### src/vec_settings.svh
`ifndef VEC_SETTINGS_SVH
`define VEC_SETTINGS_SVH

// Vector shape
`define VEC_LANES     4
`define VEC_LANE_W    16

// Register file size
`define VEC_REGS      16

// Local memory depth in whole vectors
`define VEC_MEM_DEPTH 256

`endif

### src/vec_pkg.sv
`include "vec_settings.svh"

package vec_pkg;

    typedef logic [`VEC_LANE_W-1:0] lane_t;
    typedef lane_t [`VEC_LANES-1:0] vec_t;

    typedef logic [$clog2(`VEC_REGS)-1:0]      reg_addr_t;
    typedef logic [$clog2(`VEC_MEM_DEPTH)-1:0] mem_addr_t;

    // opcode 31..28, vd 27..24, vs1 23..20, vs2 19..16, imm 15..0
    typedef logic [31:0] instr_t;

    typedef enum logic [3:0] {
        OP_NOP    = 4'h0,
        OP_VLI    = 4'h1,
        OP_VADD   = 4'h2,
        OP_VSUB   = 4'h3,
        OP_VMUL   = 4'h4,
        OP_VMAX   = 4'h5,
        OP_VBCAST = 4'h6,
        OP_VREV   = 4'h7,
        OP_VLOAD  = 4'h8,
        OP_VSTORE = 4'h9
    } opcode_e;

    typedef struct packed {
        opcode_e   opcode;
        reg_addr_t vd;
        reg_addr_t vs1;
        reg_addr_t vs2;
        lane_t     imm;
        logic      reg_we;
        logic      mem_we;
        logic      mem_re;
    } ctrl_t;

    typedef struct packed {
        ctrl_t ctrl;
        vec_t  a;
        vec_t  b;
        vec_t  c;
    } ex_stage_t;

    typedef struct packed {
        reg_addr_t vd;
        logic      reg_we;
        logic      mem_re;
        vec_t      result;
    } mem_stage_t;

    typedef struct packed {
        reg_addr_t vd;
        vec_t      data;
    } wb_t;

endpackage

### src/vec_regfile.sv
`timescale 1ns/1ns

`include "vec_settings.svh"

module vec_regfile (
    input  logic               clk,
    input  logic               rst,
    input  logic               we,
    input  vec_pkg::reg_addr_t waddr,
    input  vec_pkg::vec_t      wdata,
    input  vec_pkg::reg_addr_t raddr1,
    input  vec_pkg::reg_addr_t raddr2,
    input  vec_pkg::reg_addr_t raddr3,
    output vec_pkg::vec_t      rdata1,
    output vec_pkg::vec_t      rdata2,
    output vec_pkg::vec_t      rdata3
);

    vec_pkg::vec_t regs [`VEC_REGS];

    always_ff @(posedge clk) begin
        if (rst) begin
            for (int i = 0; i < `VEC_REGS; i++) begin
                regs[i] <= '0;
            end
        end else if (we) begin
            regs[waddr] <= wdata;
        end
    end

    // Write-through so a reader in ID sees the WB value this cycle
    assign rdata1 = (we && waddr == raddr1) ? wdata : regs[raddr1];
    assign rdata2 = (we && waddr == raddr2) ? wdata : regs[raddr2];
    assign rdata3 = (we && waddr == raddr3) ? wdata : regs[raddr3];

endmodule

### config.mk
export PLATFORM = sky130hd
export DESIGN_NAME = vec_regfile
export DESIGN_NICKNAME = d
export VERILOG_FILES = /design/src/vec_pkg.sv /design/src/vec_regfile.sv
export VERILOG_INCLUDE_DIRS = /design/src
export SDC_FILE = /design/constraint.sdc
export NUM_CORES = 2
export LEC_CHECK = 0
export BUFFER_PORTS_ARGS = -buffer_cell sky130_fd_sc_hd__buf_2
export CORE_ASPECT_RATIO = 2
export CORE_MARGIN = 3
export CORE_UTILIZATION = 55
export DETAILED_ROUTE_END_ITERATION = 7
export PLACE_DENSITY = 0.86
export SLEW_MARGIN = 15
export SYNTH_ARGS = -nofsm -noshare
export SYNTH_HDL_FRONTEND = slang
export SYNTH_SLANG_ARGS = --single-unit
### constraint.sdc
create_clock -name clk -period 2.7 [get_ports clk]
set_input_delay 0.54 -clock clk [delete_from_list [all_inputs] [get_ports clk]]
set_output_delay 0.54 -clock clk [all_outputs]
set_load 0.05 [all_outputs]
==> Word level (Yosys, flattened, before mapping) <==
Memory sizes are Yosys's and may differ from the RTL's.
Index checks and enable logic that the tools add are counted.
{ "word_totals": {"ff_bits": 0, "out_inout_bits": 192, "n_memories": 1, "inputBits": 83, "ram_bits": 1024, "elab_cells": 19} }
{ "mem_list": {"columns": ["memory", "depth", "word_bits", "rd", "rd_ports_with_merged_regs", "wr", "line_no", "text"], "rows": [
  ["regs", 16, 64, 3, 0, 16, "vec_regfile.sv:19", "vec_pkg::vec_t regs [`VEC_REGS];"]
]} }
{ "op_classes": {"n_eq_ne": 3, "n_reduce_logical": 4, "n_mux": 11} }
{ "ops": {"columns": ["cell", "count"], "rows": [
  ["64-bit 2-to-1 mux", 4],
  ["64-bit OR reduction", 1],
  ["4-bit == test", 3],
  ["1-bit 2-to-1 mux", 6],
  ["4-bit 2-to-1 mux", 1],
  ["1-bit logical AND", 3]
]} }

==> Depth between registers and ports, before layout <==
{ "depth": {"word_depth": 5, "ltp_mapped": 7, "mapped_depth_nobuf": 4} }

==> Least setup slack after synthesis <==
No wires, ideal clock.
{ "synth_timing": {"path_kind": "input -> output", "startpoint": "in raddr3[0]", "endpoint": "out rdata3[43] in the netlist's numbering", "path_buffers": 3, "arrival_time_ns": 2.339, "t_required_ns": 2.160, "stages": 7, "setup_slack_ns": -0.179, "path_cell_list": "clkbuf_1 > buf_2 > buf_2 > mux4_2 > a22oi_1 > nand2_1 > mux2_2"} }
{ "synth_lines": {"columns": ["element", "line_no", "text"], "rows": [
  ["start, declared", "vec_regfile.sv:13", "input vec_pkg::reg_addr_t raddr3,"],
  ["end, declared", "vec_regfile.sv:16", "output vec_pkg::vec_t rdata3"]
]} }

==> results.txt <==
hold-critical path endpoint = regs[12][0]
first-pass GRT wire length = 359000 um
post-DP HPWL = 143000 um
pwr dens = 555 nW/um2
max reg flops = 1024
Slew Viols, Final = 0
I/O Buffers = 274
Num CTS Buffers = 86
Seq cells post-synth = 1024
clock sinks = 1024
Startpoint Class = flop
Seq/Total Area, Yosys = 0.491
largest net degree at the start of global routing = 65
hold_sp = wdata[0]
layout cell share with drive strength beyond 1 = 0.513
initial DRC count = 10100
PnR worst setup slack = -0.516 ns
slew margin rel. = 0.429
Setup crit end kind = output pin
nets = 4661
Place WS = -0.475 ns
Ys Warns = 0
IO Pins = 275
status = complete, but fails checks
Final Wtd Congestion = 0.914
leading cell types in the layout, fill and taps excluded = and2_1 (1024), edfxtp_1 (1024), mux4_2 (770), a22oi_2 (318), buf_4 (286)
worst setup path class = flop to output pin
GRT Overall Usage = 0.427
worst hold slack = 0.299 ns
max-capacitance violation count = 0
CP max FO = 3
Fmax achieved = 311 MHz
Peak VDD IR = 641 uV
final hold vios = 0
Worst-Margin Slew = 0.857 ns
P_leak = 27.8 nW
hold_buf cts = 0
Vias/cell = 8.07
final core utilization = 0.700
CTS clk-pin slew, worst paths = 0.07 ns
initial cell density of the core = 0.555
initial antenna violation count = 11
grt total ovfl = 0
Gate Count Post-Synth = 4104
Max clock buf depth = 3
vias in the first global route = 51300
H-tree depth = 3
final wirelength = 255000 um
total number of vias = 49700
die height = 483 um
Synth Net Count = 4187
TNS Setup = -56.21 ns
Final Cell Area = 78900 um2
# setup viols final = 192
hold path depth = 2
Final ANT Viol Nets = 0
top flop regs = regs: 1024 flops
Placement Rows = 174
Post-DP Area = 70500 um2
drt drc = 0
filler cell count in the final layout = 6432
final cycle utilization of the critical path = 1.19
Largest Register = regs
Avg Cell Area, Syn = 15.3 um2
synthesis-to-finish area growth = 26.1%
fin crit period = 3.22 ns
RSZ-0062 raised after global routing = yes
Critical Path AT = 2.68 ns
core footprint = 113000 um2
worst min path class = primary input to flop
drt pass-1 iters = 8
routed len/inst = 41.5 um
Post-Syn Area = 62600 um2
DIE WIDTH = 245 um
Synth cell types = 22
violated checks = setup timing
DIE AREA = 118000 um2
Critical Path RT = 2.16 ns
CTS tree = yes
CTS Root Cell = clkbuf_16
power by group:
group | internal, W | switching, W
clock network | 0.00693 | 0.00622
registers | 0.0184 | 0.000837
logic | 0.00513 | 0.00623
total | 0.0305 | 0.0133
per-layer routing:
layer | vias to the layer above | part of all wire | GRT usage | wire length [um]
li1 | 17300 | - | - | -
met1 | 23500 | 0.26 | 0.470 | 66800
met2 | 6552 | 0.45 | 0.649 | 114000
met3 | 2349 | 0.17 | 0.151 | 43400
met4 | 8 | 0.12 | 0.379 | 30700
met5 | - | 0.00036 | 0 | 93
stage by stage:
step | total power (W) | std cells
final | 0.0438 | 6157
after global routing | 0.0444 | 6146
after CTS | 0.0428 | 6122
after detailed placement | 0.0286 | 5876
after global placement | 0.0283 | 5876
after floorplan | 0.0252 | 4104
worst max-delay path, stage by stage, from the launching register on:
cell and delay, ns:
edfxtp_1 0.44, mux4_2 0.49, mux4_2 0.54, mux2_4 0.32, buf_6 0.16
timing repair:
item                       CTS  global route
buffers inserted            60            24
pin swaps                  328            86
gates cloned                27             3
resized for setup          895           121
setup endpoints to repair  192           192
cells by family after synthesis:
logic type / share of synthesized area
mux: 0.312
simple gates: 0.120
buf+inv: 0.0305
compound gates: 0.0456
xor+xnor: 0.00168
flops: 0.491
Yosys cell counts:
| master | instances | share of area |
|---|---|---|
| nor3_1 | 4 | 0.00032 |
| xor2_1 | 9 | 0.0013 |
| edfxtp_1 | 1024 | 0.49 |
| nor2_1 | 15 | 0.00090 |
| buf_6 | 2 | 0.00036 |
| buf_1 | 46 | 0.0028 |
| a22oi_1 | 380 | 0.046 |
| nand4b_1 | 1 | 0.00014 |
| nor2b_1 | 6 | 0.00060 |
| clkbuf_1 | 297 | 0.018 |
| mux4_2 | 770 | 0.28 |
| buf_2 | 88 | 0.0070 |
| buf_4 | 21 | 0.0025 |
| and2_1 | 1027 | 0.10 |
| mux2_2 | 192 | 0.035 |
| nor3b_1 | 1 | 0.00012 |
| or2_2 | 16 | 0.0016 |
| nor4_4 | 3 | 0.0010 |
| nand2b_1 | 3 | 0.00030 |
| xnor2_1 | 3 | 0.00042 |
| nand2_1 | 195 | 0.012 |
| nand4bb_1 | 1 | 0.00018 |
worst max-delay path by stage:
stage,start,to,slack (ns)
floorplan,waddr[1],rdata1[33],-0.07
global placement,raddr3[0],rdata3[49],-0.42
detailed placement,raddr2[0],rdata2[46],-0.48
CTS,regs[10][62],rdata1[62],-0.46
global route,regs[10][62],rdata1[62],-0.54
finish,regs[13][62],rdata1[62],-0.52
final cells by class:
| class | instances | area, um2 | area share |
|---|---|---|---|
| diodes | 12 | 30.0 | 0.000380 |
| repair buffers | 840 | 10800 | 0.137 |
| multi-input cells | 2626 | 32600 | 0.413 |
| clock inverters | 60 | 571 | 0.00723 |
| well taps | 1496 | 1870 | 0.0237 |
| flip-flops and latches | 1024 | 30700 | 0.390 |
| clock buffers | 99 | 2260 | 0.0287 |
Power figures use the tool's default switching activity.
