`src/vec_settings.svh`:
```
`ifndef VEC_SETTINGS_SVH
`define VEC_SETTINGS_SVH

// Vector shape
`define VEC_LANES     4
`define VEC_LANE_W    16

// Register file size
`define VEC_REGS      16

// Local memory depth in whole vectors
`define VEC_MEM_DEPTH 256

`endif

```
`src/vec_pkg.sv`:
```
`include "vec_settings.svh"

package vec_pkg;

    typedef logic [`VEC_LANE_W-1:0] lane_t;
    typedef lane_t [`VEC_LANES-1:0] vec_t;

    typedef logic [$clog2(`VEC_REGS)-1:0]      reg_addr_t;
    typedef logic [$clog2(`VEC_MEM_DEPTH)-1:0] mem_addr_t;

    // opcode 31..28, vd 27..24, vs1 23..20, vs2 19..16, imm 15..0
    typedef logic [31:0] instr_t;

    typedef enum logic [3:0] {
        OP_NOP    = 4'h0,
        OP_VLI    = 4'h1,
        OP_VADD   = 4'h2,
        OP_VSUB   = 4'h3,
        OP_VMUL   = 4'h4,
        OP_VMAX   = 4'h5,
        OP_VBCAST = 4'h6,
        OP_VREV   = 4'h7,
        OP_VLOAD  = 4'h8,
        OP_VSTORE = 4'h9
    } opcode_e;

    typedef struct packed {
        opcode_e   opcode;
        reg_addr_t vd;
        reg_addr_t vs1;
        reg_addr_t vs2;
        lane_t     imm;
        logic      reg_we;
        logic      mem_we;
        logic      mem_re;
    } ctrl_t;

    typedef struct packed {
        ctrl_t ctrl;
        vec_t  a;
        vec_t  b;
        vec_t  c;
    } ex_stage_t;

    typedef struct packed {
        reg_addr_t vd;
        logic      reg_we;
        logic      mem_re;
        vec_t      result;
    } mem_stage_t;

    typedef struct packed {
        reg_addr_t vd;
        vec_t      data;
    } wb_t;

endpackage

```
`src/vec_lane_alu.sv`:
```
`timescale 1ns/1ns

`include "vec_settings.svh"

module vec_lane_alu (
    input  vec_pkg::opcode_e op,
    input  vec_pkg::vec_t    a,
    input  vec_pkg::vec_t    b,
    input  vec_pkg::lane_t   imm,
    output vec_pkg::vec_t    result
);

    vec_pkg::vec_t lane_res;

    // =====================================================================
    // Lanewise arithmetic
    // =====================================================================

    for (genvar i = 0; i < `VEC_LANES; i++) begin : g_lane
        vec_pkg::lane_t r;

        always_comb begin
            case (op)
                vec_pkg::OP_VLI: begin
                    r = imm;
                end
                vec_pkg::OP_VADD: begin
                    r = a[i] + b[i];
                end
                vec_pkg::OP_VSUB: begin
                    r = a[i] - b[i];
                end
                // Low half of the product only
                vec_pkg::OP_VMUL: begin
                    r = a[i] * b[i];
                end
                vec_pkg::OP_VMAX: begin
                    r = (a[i] > b[i]) ? a[i] : b[i];
                end
                default: begin
                    r = '0;
                end
            endcase
        end

        assign lane_res[i] = r;
    end

    // =====================================================================
    // Cross-lane permutes
    // =====================================================================

    always_comb begin
        case (op)
            vec_pkg::OP_VBCAST: begin
                result = {`VEC_LANES{a[0]}};
            end
            vec_pkg::OP_VREV: begin
                for (int i = 0; i < `VEC_LANES; i++) begin
                    result[i] = a[`VEC_LANES-1-i];
                end
            end
            default: begin
                result = lane_res;
            end
        endcase
    end

endmodule

```
`config.mk`:
```
export PLATFORM = sky130hd
export DESIGN_NAME = vec_lane_alu
export DESIGN_NICKNAME = d
export VERILOG_FILES = /design/src/vec_pkg.sv /design/src/vec_lane_alu.sv
export VERILOG_INCLUDE_DIRS = /design/src
export SDC_FILE = /design/constraint.sdc
export NUM_CORES = 2
export LEC_CHECK = 0
export ABC_CLOCK_PERIOD_IN_PS = 15200
export BUFFER_PORTS_ARGS = -buffer_cell sky130_fd_sc_hd__buf_4
export CORE_MARGIN = 8
export CORE_UTILIZATION = 35
export DETAILED_ROUTE_END_ITERATION = 8
export GPL_TIMING_DRIVEN = 1
export PLACE_DENSITY_LB_ADDON = 0.3
export RECOVER_POWER = 100
export SETUP_SLACK_MARGIN = 0.05
export SLEW_MARGIN = 0
export SYNTH_ARGS = -nofsm -noshare
export SYNTH_HDL_FRONTEND = slang
export SYNTH_SLANG_ARGS = --single-unit
```
`constraint.sdc`:
```
create_clock -name vclk -period 15.2
set_clock_uncertainty 0.15 [all_clocks]
set_input_delay 0.76 -clock vclk [all_inputs]
set_output_delay 0.76 -clock vclk [all_outputs]
set_load 0.1 [all_outputs]
```
# After elaboration in Yosys (flattened, before gate mapping)
# Cells that the tools add are included.
# W data, S select, Z words.
dict set report totals {
  register_bits 0
  output_inout_bits 64
  wordCells 32
  input_bits 148
}
dict set report classes {
  n_mul 4
  order_cmp 4
  add_sub_neg 8
  muxes 9
  eq_ne 7
}
# cell count
set op_table {}
lappend op_table {{$pmux W16 S5} 4}
lappend op_table {{$pmux W64 S2} 1}
lappend op_table {{$add A16 B16 Y16} 4}
lappend op_table {{$gt A16 B16 Y1} 4}
lappend op_table {{$mul A16 B16 Y16} 4}
lappend op_table {{$mux W16} 4}
lappend op_table {{$sub A16 B16 Y16} 4}
lappend op_table {{$eq A4 B3 Y1 const B} 4}
lappend op_table {{$eq A4 B2 Y1 const B} 2}
lappend op_table {{$eq A4 B1 Y1 const B} 1}

# Logic depth before layout (Yosys ltp)
dict set report depth {
  ltp_word 4
  depth_mapped 23
}

# Least setup slack after synthesis
# No wires, ideal clock.
dict set report synth_timing {
  kind {input port to output port}
  from {input b[1] in the netlist's numbering}
  to {output result[13] in the netlist's numbering}
  path_slack_ps 7646
  t_arrival_ps 6644
  path_stages 17
  n_path_buf 1
  path_cell_list {clkbuf_1 nand2_1 fa_1 fa_1 fa_1 fa_1 inv_1 fa_1 inv_1 fa_1 inv_1 ha_1 a21oi_1 nor2b_1 a211oi_1 xor2_1 o221ai_1}
}
# item line
set synth_rtl {}
lappend synth_rtl {{start: declaration} vec_lane_alu.sv:8} ;# input vec_pkg::vec_t b,
lappend synth_rtl {{end: declaration} vec_lane_alu.sv:10} ;# output vec_pkg::vec_t result

==> metrics.cfg <==
[setup_path]
cp_max_fo = 60
cp.arrival_ns = 8.45
crit_top_cell = clkbuf_1
worstSetupStartpointType = input port
path_cells = buf_4 -> clkbuf_1 -> clkinv_1 -> clkbuf_1 -> nor4_1 -> clkbuf_1 -> a22oi_1 -> o211ai_1 -> a21oi_1 -> o21ai_1 -> clkbuf_1
endpoint_kind = primary output
required_ns = 14.29
cp_slowest_cell = clkbuf_1
crit_type = input port to primary output
crit_path_max_incr_delay_ns = 2.23

[min_path]
holdPathStages = 4
min_from = b[34]
hold_path_class = input port to primary output
hold_path_end = result[34]

[final_layout]
layout.nets = 3919
nFillCells = 7173
drive_gt1_frac = 0.0602
stdcell_area_um2 = 25700
num-clock-buffers = 0
regArea_um2 = 0
postLayoutCoreUtil = 0.382
flops_and_latches = 0
area_growth_pct = 7.93
final_cells = 3995

[floorplanning]
start_util = 0.353
io_pins = 212
die_y_um = 277
core_area_um2 = 67300
dieArea_um2 = 76500
chipWidth_um = 277
rows = 95

[pwr]
internal-power_mw = 1.45
pwr-share-comb = 1.000
clock_power_share = 0
ir_worst_vdd_v = 0.000155
powerDensity_nw_per_um2 = 146
power_mw = 3.75
leakagePower_nw = 12.5
power_frac_seq = 0
p_sw_mw = 2.31
p_sw_frac = 0.615

[place]
gp_congestion = 0.914
placed_area_um2 = 25900
dp_cells = 3994
io_buffers = 212
dp_slack_ns = 7.87
hpwl_um = 70600

[drt]
vias = 21600
wl_per_cell_um = 21.5
drc_errors = 0
post_drt_via_cell_ratio = 5.39
drtAntennaViolNets = 0
drt_pass1_iterations = 6
drt_iter0_markers = 1714
routed_wl_um = 86100

[global_route]
track_usage = 0.217
grt_pass1_wl_um = 133000
grt-ovfl-total = 0
grt_pass1_vias = 22000
grt_max_degree = 61
antenna_found_initial = 1

[synth]
yosys.area.top_type = fa_1
synthCells = 3062
synth.most_common_cell = inv_1
synthTopCellsByCount = inv_1 (578), fa_1 (328), ha_1 (320)
synth_area_um2 = 23800
synth_top_cells_by_area = fa_1 (28%), ha_1 (17%), inv_1 (9.1%)
seq_area_frac_synth = 0
synth_nets = 3858
ys_warn_count = 0
syn_avg_cell_area_um2 = 7.77
synth_top_area_share = 0.276
ys_types = 83

[clock_network]
cts_setup_buffers = 0
post_cts_resized = 0
ctsHoldBuffers = 0

[flow_run]
maxCapViolations = 2

[timing]
drv_slew = 103
max_freq_mhz = 107
fin_crit_sh = 0.616
hold_viol = 0
slew_headroom = -1.08
fin_setup_tns_ns = 0
hold_slack_ns = 2.09
fin_crit_ns = 9.36
setup_viol = 0
rsz0062_at_grt = false
fin_ws_ns = 5.84
worst_pin_slew_ns = 3.13

[outcome]
status = complete, but fails checks
violations = capacitance limit, slew limit

[per-layer routing]
layer / up-vias / track usage / routed length, µm
met5: - / 0 / 0
li1: 9995 / - / -
met3: 102 / 0.0395 / 6980
met1: 10600 / 0.300 / 38800
met4: 0 / 0.0359 / 1670
met2: 829 / 0.356 / 38700
[cell type report]
type / count / area, µm² / share of cell area
Multi-Input combinational cell: 2319 / 21000 / 0.817
Timing Repair Buffer: 224 / 1450 / 0.0563
Antenna cell: 1 / 2.50 / 0.0000975
Inverter: 578 / 2170 / 0.0845
Tap cell: 873 / 1090 / 0.0426
[worst max path at each step]
stage	to	slack [ns]	from	cells past startpoint
after floorplan	result[13]	7.65	b[1]	17
final	result[20]	5.84	op[0]	11
after CTS	result[61]	7.86	a[53]	21
after global routing	result[20]	5.42	op[0]	11
after detailed placement	result[15]	7.87	a[6]	20
after global placement	result[15]	7.89	a[6]	20
[kinds of logic after synthesis]
kind of cell,share of synthesized area
simple gates,0.166
buf+inv,0.119
fa+ha+maj,0.444
compound gates,0.162
xor+xnor,0.0795
mux,0.0280
[layout by cell type (no fill, tap or decap), drive strengths merged, types with 25 or more instances in the layout]
cell    netlist  routed
nand2       309     309
xor2         53      53
a21oi       142     142
a21o         29      29
inv         578     577
o21ai       120     120
buf          25     161
xnor2       163     163
and2        219     219
clkbuf      140      63
o221ai       25      25
o211ai       25      25
o31ai        26      26
a221oi       33      33
mux2i        61      61
nor3         33      33
nor2        150     150
ha          320     320
fa          328     328
[worst max-delay path, delay by kind of cell]
| family | cells | cell delay (ns) |
|---|---|---|
| and+or+nand+nor | 1 | 0.65 |
| AOI/OAI and AO/OA | 4 | 1.17 |
| buffers and inverters | 6 | 5.78 |
[power by group through the flow]
stage / Combinational, mW / Clock [mW] / Sequential [mW]
after floorplan: 2.79 / 0 / 0
after global placement: 3.76 / 0 / 0
after detailed placement: 3.76 / 0 / 0
after CTS: 3.79 / 0 / 0
after global routing: 4.16 / 0 / 0
final: 3.75 / 0.00000000891 / 0
No activity file was read; power rests on OpenSTA's default activity.
