$ cat src/vec_settings.svh
`ifndef VEC_SETTINGS_SVH
`define VEC_SETTINGS_SVH

// Vector shape
`define VEC_LANES     4
`define VEC_LANE_W    16

// Register file size
`define VEC_REGS      16

// Local memory depth in whole vectors
`define VEC_MEM_DEPTH 256

`endif

$ cat src/vec_pkg.sv
`include "vec_settings.svh"

package vec_pkg;

    typedef logic [`VEC_LANE_W-1:0] lane_t;
    typedef lane_t [`VEC_LANES-1:0] vec_t;

    typedef logic [$clog2(`VEC_REGS)-1:0]      reg_addr_t;
    typedef logic [$clog2(`VEC_MEM_DEPTH)-1:0] mem_addr_t;

    // opcode 31..28, vd 27..24, vs1 23..20, vs2 19..16, imm 15..0
    typedef logic [31:0] instr_t;

    typedef enum logic [3:0] {
        OP_NOP    = 4'h0,
        OP_VLI    = 4'h1,
        OP_VADD   = 4'h2,
        OP_VSUB   = 4'h3,
        OP_VMUL   = 4'h4,
        OP_VMAX   = 4'h5,
        OP_VBCAST = 4'h6,
        OP_VREV   = 4'h7,
        OP_VLOAD  = 4'h8,
        OP_VSTORE = 4'h9
    } opcode_e;

    typedef struct packed {
        opcode_e   opcode;
        reg_addr_t vd;
        reg_addr_t vs1;
        reg_addr_t vs2;
        lane_t     imm;
        logic      reg_we;
        logic      mem_we;
        logic      mem_re;
    } ctrl_t;

    typedef struct packed {
        ctrl_t ctrl;
        vec_t  a;
        vec_t  b;
        vec_t  c;
    } ex_stage_t;

    typedef struct packed {
        reg_addr_t vd;
        logic      reg_we;
        logic      mem_re;
        vec_t      result;
    } mem_stage_t;

    typedef struct packed {
        reg_addr_t vd;
        vec_t      data;
    } wb_t;

endpackage

$ cat src/vec_decoder.sv
`timescale 1ns/1ns

module vec_decoder (
    input  vec_pkg::instr_t    instr,
    input  vec_pkg::reg_addr_t ex_vd,
    input  logic               ex_we,
    input  vec_pkg::reg_addr_t mem_vd,
    input  logic               mem_we,
    output vec_pkg::ctrl_t     ctrl,
    output logic               stall
);

    vec_pkg::opcode_e op;
    logic             use_vs1;
    logic             use_vs2;
    logic             use_vd;

    // Destination still owned by an instruction in EX or MEM
    function automatic logic in_flight(input vec_pkg::reg_addr_t r);
        return (ex_we && ex_vd == r) || (mem_we && mem_vd == r);
    endfunction

    assign op = vec_pkg::opcode_e'(instr[31:28]);

    always_comb begin
        ctrl.opcode = op;
        ctrl.vd     = instr[27:24];
        ctrl.vs1    = instr[23:20];
        ctrl.vs2    = instr[19:16];
        ctrl.imm    = instr[15:0];
        ctrl.reg_we = 1'b0;
        ctrl.mem_we = 1'b0;
        ctrl.mem_re = 1'b0;
        use_vs1     = 1'b0;
        use_vs2     = 1'b0;
        use_vd      = 1'b0;
        case (op)
            vec_pkg::OP_VLI: begin
                ctrl.reg_we = 1'b1;
            end
            vec_pkg::OP_VADD, vec_pkg::OP_VSUB, vec_pkg::OP_VMUL, vec_pkg::OP_VMAX: begin
                ctrl.reg_we = 1'b1;
                use_vs1     = 1'b1;
                use_vs2     = 1'b1;
            end
            vec_pkg::OP_VBCAST, vec_pkg::OP_VREV: begin
                ctrl.reg_we = 1'b1;
                use_vs1     = 1'b1;
            end
            vec_pkg::OP_VLOAD: begin
                ctrl.reg_we = 1'b1;
                ctrl.mem_re = 1'b1;
            end
            // Store source is named by vd
            vec_pkg::OP_VSTORE: begin
                ctrl.mem_we = 1'b1;
                use_vd      = 1'b1;
            end
            default: begin
                ctrl.opcode = vec_pkg::OP_NOP;
            end
        endcase
    end

    always_comb begin
        stall = (use_vs1 && in_flight(ctrl.vs1)) ||
                (use_vs2 && in_flight(ctrl.vs2)) ||
                (use_vd  && in_flight(ctrl.vd));
    end

endmodule

$ cat config.mk
export PLATFORM = sky130hd
export DESIGN_NAME = vec_decoder
export DESIGN_NICKNAME = d
export VERILOG_FILES = /design/src/vec_pkg.sv /design/src/vec_decoder.sv
export VERILOG_INCLUDE_DIRS = /design/src
export SDC_FILE = /design/constraint.sdc
export NUM_CORES = 1
export LEC_CHECK = 0
export BUFFER_PORTS_ARGS = -buffer_cell sky130_fd_sc_hd__buf_4
export CAP_MARGIN = 40
export CORE_MARGIN = 2
export CORE_UTILIZATION = 30
export DETAILED_ROUTE_END_ITERATION = 6
export MAX_ROUTING_LAYER = met4
export PLACE_DENSITY = 0.8
export SYNTH_ARGS = -nofsm -noshare
export SYNTH_HDL_FRONTEND = slang
export SYNTH_SLANG_ARGS = --single-unit
$ cat constraint.sdc
create_clock -name vclk -period 0.8
set_input_delay 0.12 -clock vclk [all_inputs]
set_output_delay 0.12 -clock vclk [all_outputs]
set_load 0.01 [all_outputs]
; ---- After elaboration in Yosys (flattened, before gate mapping)
; Cells that the tools add are included.
[totals]
regBits = 0
latchBits = 0
mem_bits_rw = 0
romBits = 0
in_bits = 42
output_inout_bits = 36
word_cells = 39
n_memories = 0
[classes]
addsub = 0
mul = 0
div = 0
n_lt_le_gt_ge = 0
eq_ne = 15
shifts = 0
n_mux = 6
bitwise = 0
n_reduce_logical = 18
[op_table]
columns = op, n
row1 = == test 4 bit, 6
row2 = "== test 4 x 3 -> 1 bit, second input constant", 4
row3 = logical AND 1 bit, 9
row4 = OR reduction 9 bit, 1
row5 = "== test 4 x 2 -> 1 bit, second input constant", 2
row6 = "== test 4 bit, second input constant", 2
row7 = OR reduction 8 bit, 1
row8 = OR reduction 6 bit, 1
row9 = logical OR 1 bit, 5
row10 = two-way mux 1 bit, 5
row11 = "== test 4 x 1 -> 1 bit, second input constant", 1
row12 = two-way mux 4 bit, 1
row13 = OR reduction 4 bit, 1

; ---- Depth between registers and ports, before layout
[depth]
ltp_word = 6
ltp_mapped = 5
ltp_nobuf = 5

; ---- Worst setup path after synthesis
; Ideal clock, no wire load.
[synth_timing]
path_kind = input to output
startpoint = in instr[29]
endpoint = out stall
arrival_ps = 951
required_ps = 680
slack_ps = -271
path_stages = 5
n_path_buf = 0
cell_sequence = nor3b_2 -> and2_4 -> nand4_1 -> and4_1 -> o31ai_1
[synth_between]
word_cells_on_any_way = 17
cone_classes = eq/ne (7) / mux (3) / reduce/logical (7)
[synth_rtl]
columns = item, line
row1 = from (decl), vec_decoder.sv:4  ; input vec_pkg::instr_t instr,
row2 = == test 4 bit, vec_decoder.sv:37  ; case (op)
row3 = two-way mux 1 bit, vec_decoder.sv:37
row4 = via use_vd, vec_decoder.sv:16  ; logic use_vd;
row5 = logical AND 1 bit, vec_decoder.sv:68  ; (use_vd && in_flight(ctrl.vd));
row6 = logical OR 1 bit, vec_decoder.sv:67  ; (use_vs2 && in_flight(ctrl.vs2)) ||
row7 = to (decl), vec_decoder.sv:10  ; output logic stall
; The timed path passes the listed nets, and every way through them passes these cells.

; ---- Worst setup path in the final report
[layout_timing]
startpoint = in ex_vd[3]
endpoint = out stall
[layout_between]
elab_chain_cells = 6
word_cells_on_any_way = 14
cone_classes = eq/ne (3) / reduce/logical (11)
[layout_lines]
columns = item, line
row1 = from (decl), vec_decoder.sv:5  ; input vec_pkg::reg_addr_t ex_vd,
row2 = == test 4 bit, vec_decoder.sv:20  ; return (ex_we && ex_vd == r) || (mem_we && mem_vd == r);
row3 = logical AND 1 bit, vec_decoder.sv:20
row4 = logical OR 1 bit, vec_decoder.sv:20
row5 = "logical AND 1 bit, on equally long branches", "vec_decoder.sv:66, vec_decoder.sv:67"
row6 = logical OR 1 bit, vec_decoder.sv:66  ; stall = (use_vs1 && in_flight(ctrl.vs1)) ||
row7 = logical OR 1 bit (*), vec_decoder.sv:67
; Every way passes the cells marked *; elsewhere a longest branch is shown, timed or not.

==> impl_metrics.ini <==
[synth]
synth_top_area_share = 0.3663
synth-simple-area-share = 0.2189
synth_area_per_cell_um2 = 7.523
synth_cell_types = 17
synthesis.nets = 121
synthCells = 79
synthTopCellsByArea = buf_4 37%, xor2_1 27%, xnor2_1 12%
netlist_area_um2 = 594.3
ys_warn_count = 0
synth_top_family_by_area = XOR/XNOR gates
yosysMostFrequentCell = buf_4
synth-xor-area-share = 0.3832
synthMuxAreaShare = 0
synth-compound-area-share = 0.03158
synthAdderAreaFrac = 0
synth_commonest_cells = 29 x buf_4, 18 x xor2_1, 8 x xnor2_1, 6 x nor3_1, 4 x nand4_1
yosysSeqAreaShare = 0
yosysTopAreaCell = buf_4

[floorplan]
die_h_um = 48.51
initial_core_util = 0.3092
die_area_um2 = 2353
ioPinCount = 78
die_w_um = 48.51
rows = 16
core_area_um2 = 1922

[global_routing]
overflow = 0
grt_pass1_wl_mm = 2.994
grt_pass1_vias = 697
antenna_found_initial = 0
grt_usage = 0.1608
grt_max_degree = 5

[pwr]
power_leakage_nw = 0.4909
peakVddDrop_uv = 262.8
powerDensity_nw_per_um2 = 556.4

[sta]
min_period_ps = 1364
worst_pin_slew_ps = 285.9
whs_ps = 240.0
maxSlewViolCount = 0
relSlewSlack = 0.8085
layout_setup_ws_ps = -564.5
rsz0062_at_grt = true
finalSetupViolCount = 7
timing.fmax_mhz = 732.9
fin_crit_sh = 1.706
finalHoldViolations = 0

[finish]
clockBufferCount = 0
diodes = 0
seq_cells = 0
fin_nets = 159
final_area_um2 = 1020
drive_gt1_frac = 0.6609
seqCellArea_um2 = 0
final.fill_count = 193
area_growth_pct = 71.58

[placed_design]
gp_congestion = 0.8844
hpwl_mm = 1.556
place_area_um2 = 887.1
port_buffers = 46

[drt]
drt_iter0_drc = 8
drc = 0
dr_total_vias = 644
viasPerCell = 4.535
wirelength_mm = 1.967
wl_per_cell_um = 13.85
drt_first_pass_iters = 4
drtAntennaViolNets = 0

[hold_path]
hold_path_class = primary input to output pin

[worst_setup_path]
timing_worst_setup_path_type = primary input to output pin
end_kind = output pin
crit_fanout = 3
worstPathRequired_ps = 680
crit_arrival_ps = 1240
crit_path_start_kind = primary input

[status]
violations = setup timing
status = complete, but fails checks

[flow_run]
maxCapViolations = 0
-- critical path, cell delays in order --
cell	delay, ps
buf_4	140
xor2_2	150
nor4_2	300
a31oi_1	120
o31ai_2	250
buf_4	170
-- path summary, 6_finish.rpt --
kind | cells past startpoint | from | slack (ps) | end
worst min-delay path | 0 | instr[7] | 240 | ctrl[10]
worst max-delay path | 6 | ex_vd[3] | -560 | stall
-- final cells by class --
cell class / instances / area, µm² / area share
repair buffers: 65 / 551.8 / 0.5411
multi-input cells: 50 / 434.2 / 0.4258
well taps: 27 / 33.78 / 0.03313
-- stage by stage --
stage	total power [mW]	instances	setup TNS, ps	setup slack, ps	utilization
2_1_floorplan	0.2900	79	-207.6	-207.6	-
3_5_place_dp	0.4879	139	-1139	-461.5	0.4616
5_1_grt	0.6028	142	-1620	-610.3	0.5306
4_1_cts	0.5197	140	-1083	-461.2	0.4928
3_3_place_gp	0.4749	139	-985.3	-418.5	0.4616
6_report	0.5673	142	-1470	-564.5	0.5306
-- metal layers --
| layer | vias to the layer above | share of wire | global-route usage |
|---|---|---|---|
| li1 | 304 | - | - |
| met1 | 289 | 0.34 | 0.1651 |
| met2 | 41 | 0.52 | 0.3056 |
| met3 | 10 | 0.098 | 0.03086 |
| met4 | 0 | 0.040 | 0.05238 |
| met5 | - | 0 | - |
-- power breakdown --
group	total, mW	internal [mW]	switching [mW]	leakage, nW
sequential	0	0	0	0
combinational	0.567	0.325	0.243	0.491
clock	0	0	0	0
-- cells by family after synthesis --
group	after synthesis
xor+xnor	26
simple gates	21
compound gates	3
buf+inv	29
-- layout by cell type, fill, tap and decap left out, types with 2 or more instances in the layout --
| cell | Yosys | routed |
|---|---|---|
| and2_4 | 1 | 2 |
| buf_4 | 29 | 50 |
| nor2_1 | 2 | 2 |
| nor3_1 | 6 | 4 |
| buf_8 | 0 | 2 |
| xnor2_1 | 8 | 7 |
| buf_6 | 0 | 13 |
| and2b_1 | 2 | 2 |
| nand4_1 | 4 | 4 |
| xor2_1 | 18 | 17 |
-- what timing repair did --
action / in CTS / in global routing
pin swaps: 6 / 7
endpoints found under the setup margin: 8 / 7
hold buffers: 0 / 0
buffers inserted: 2 / 4
endpoints found under the hold margin: 0 / 0
gates resized for setup: 14 / 15
Power figures use the tool's default switching activity.
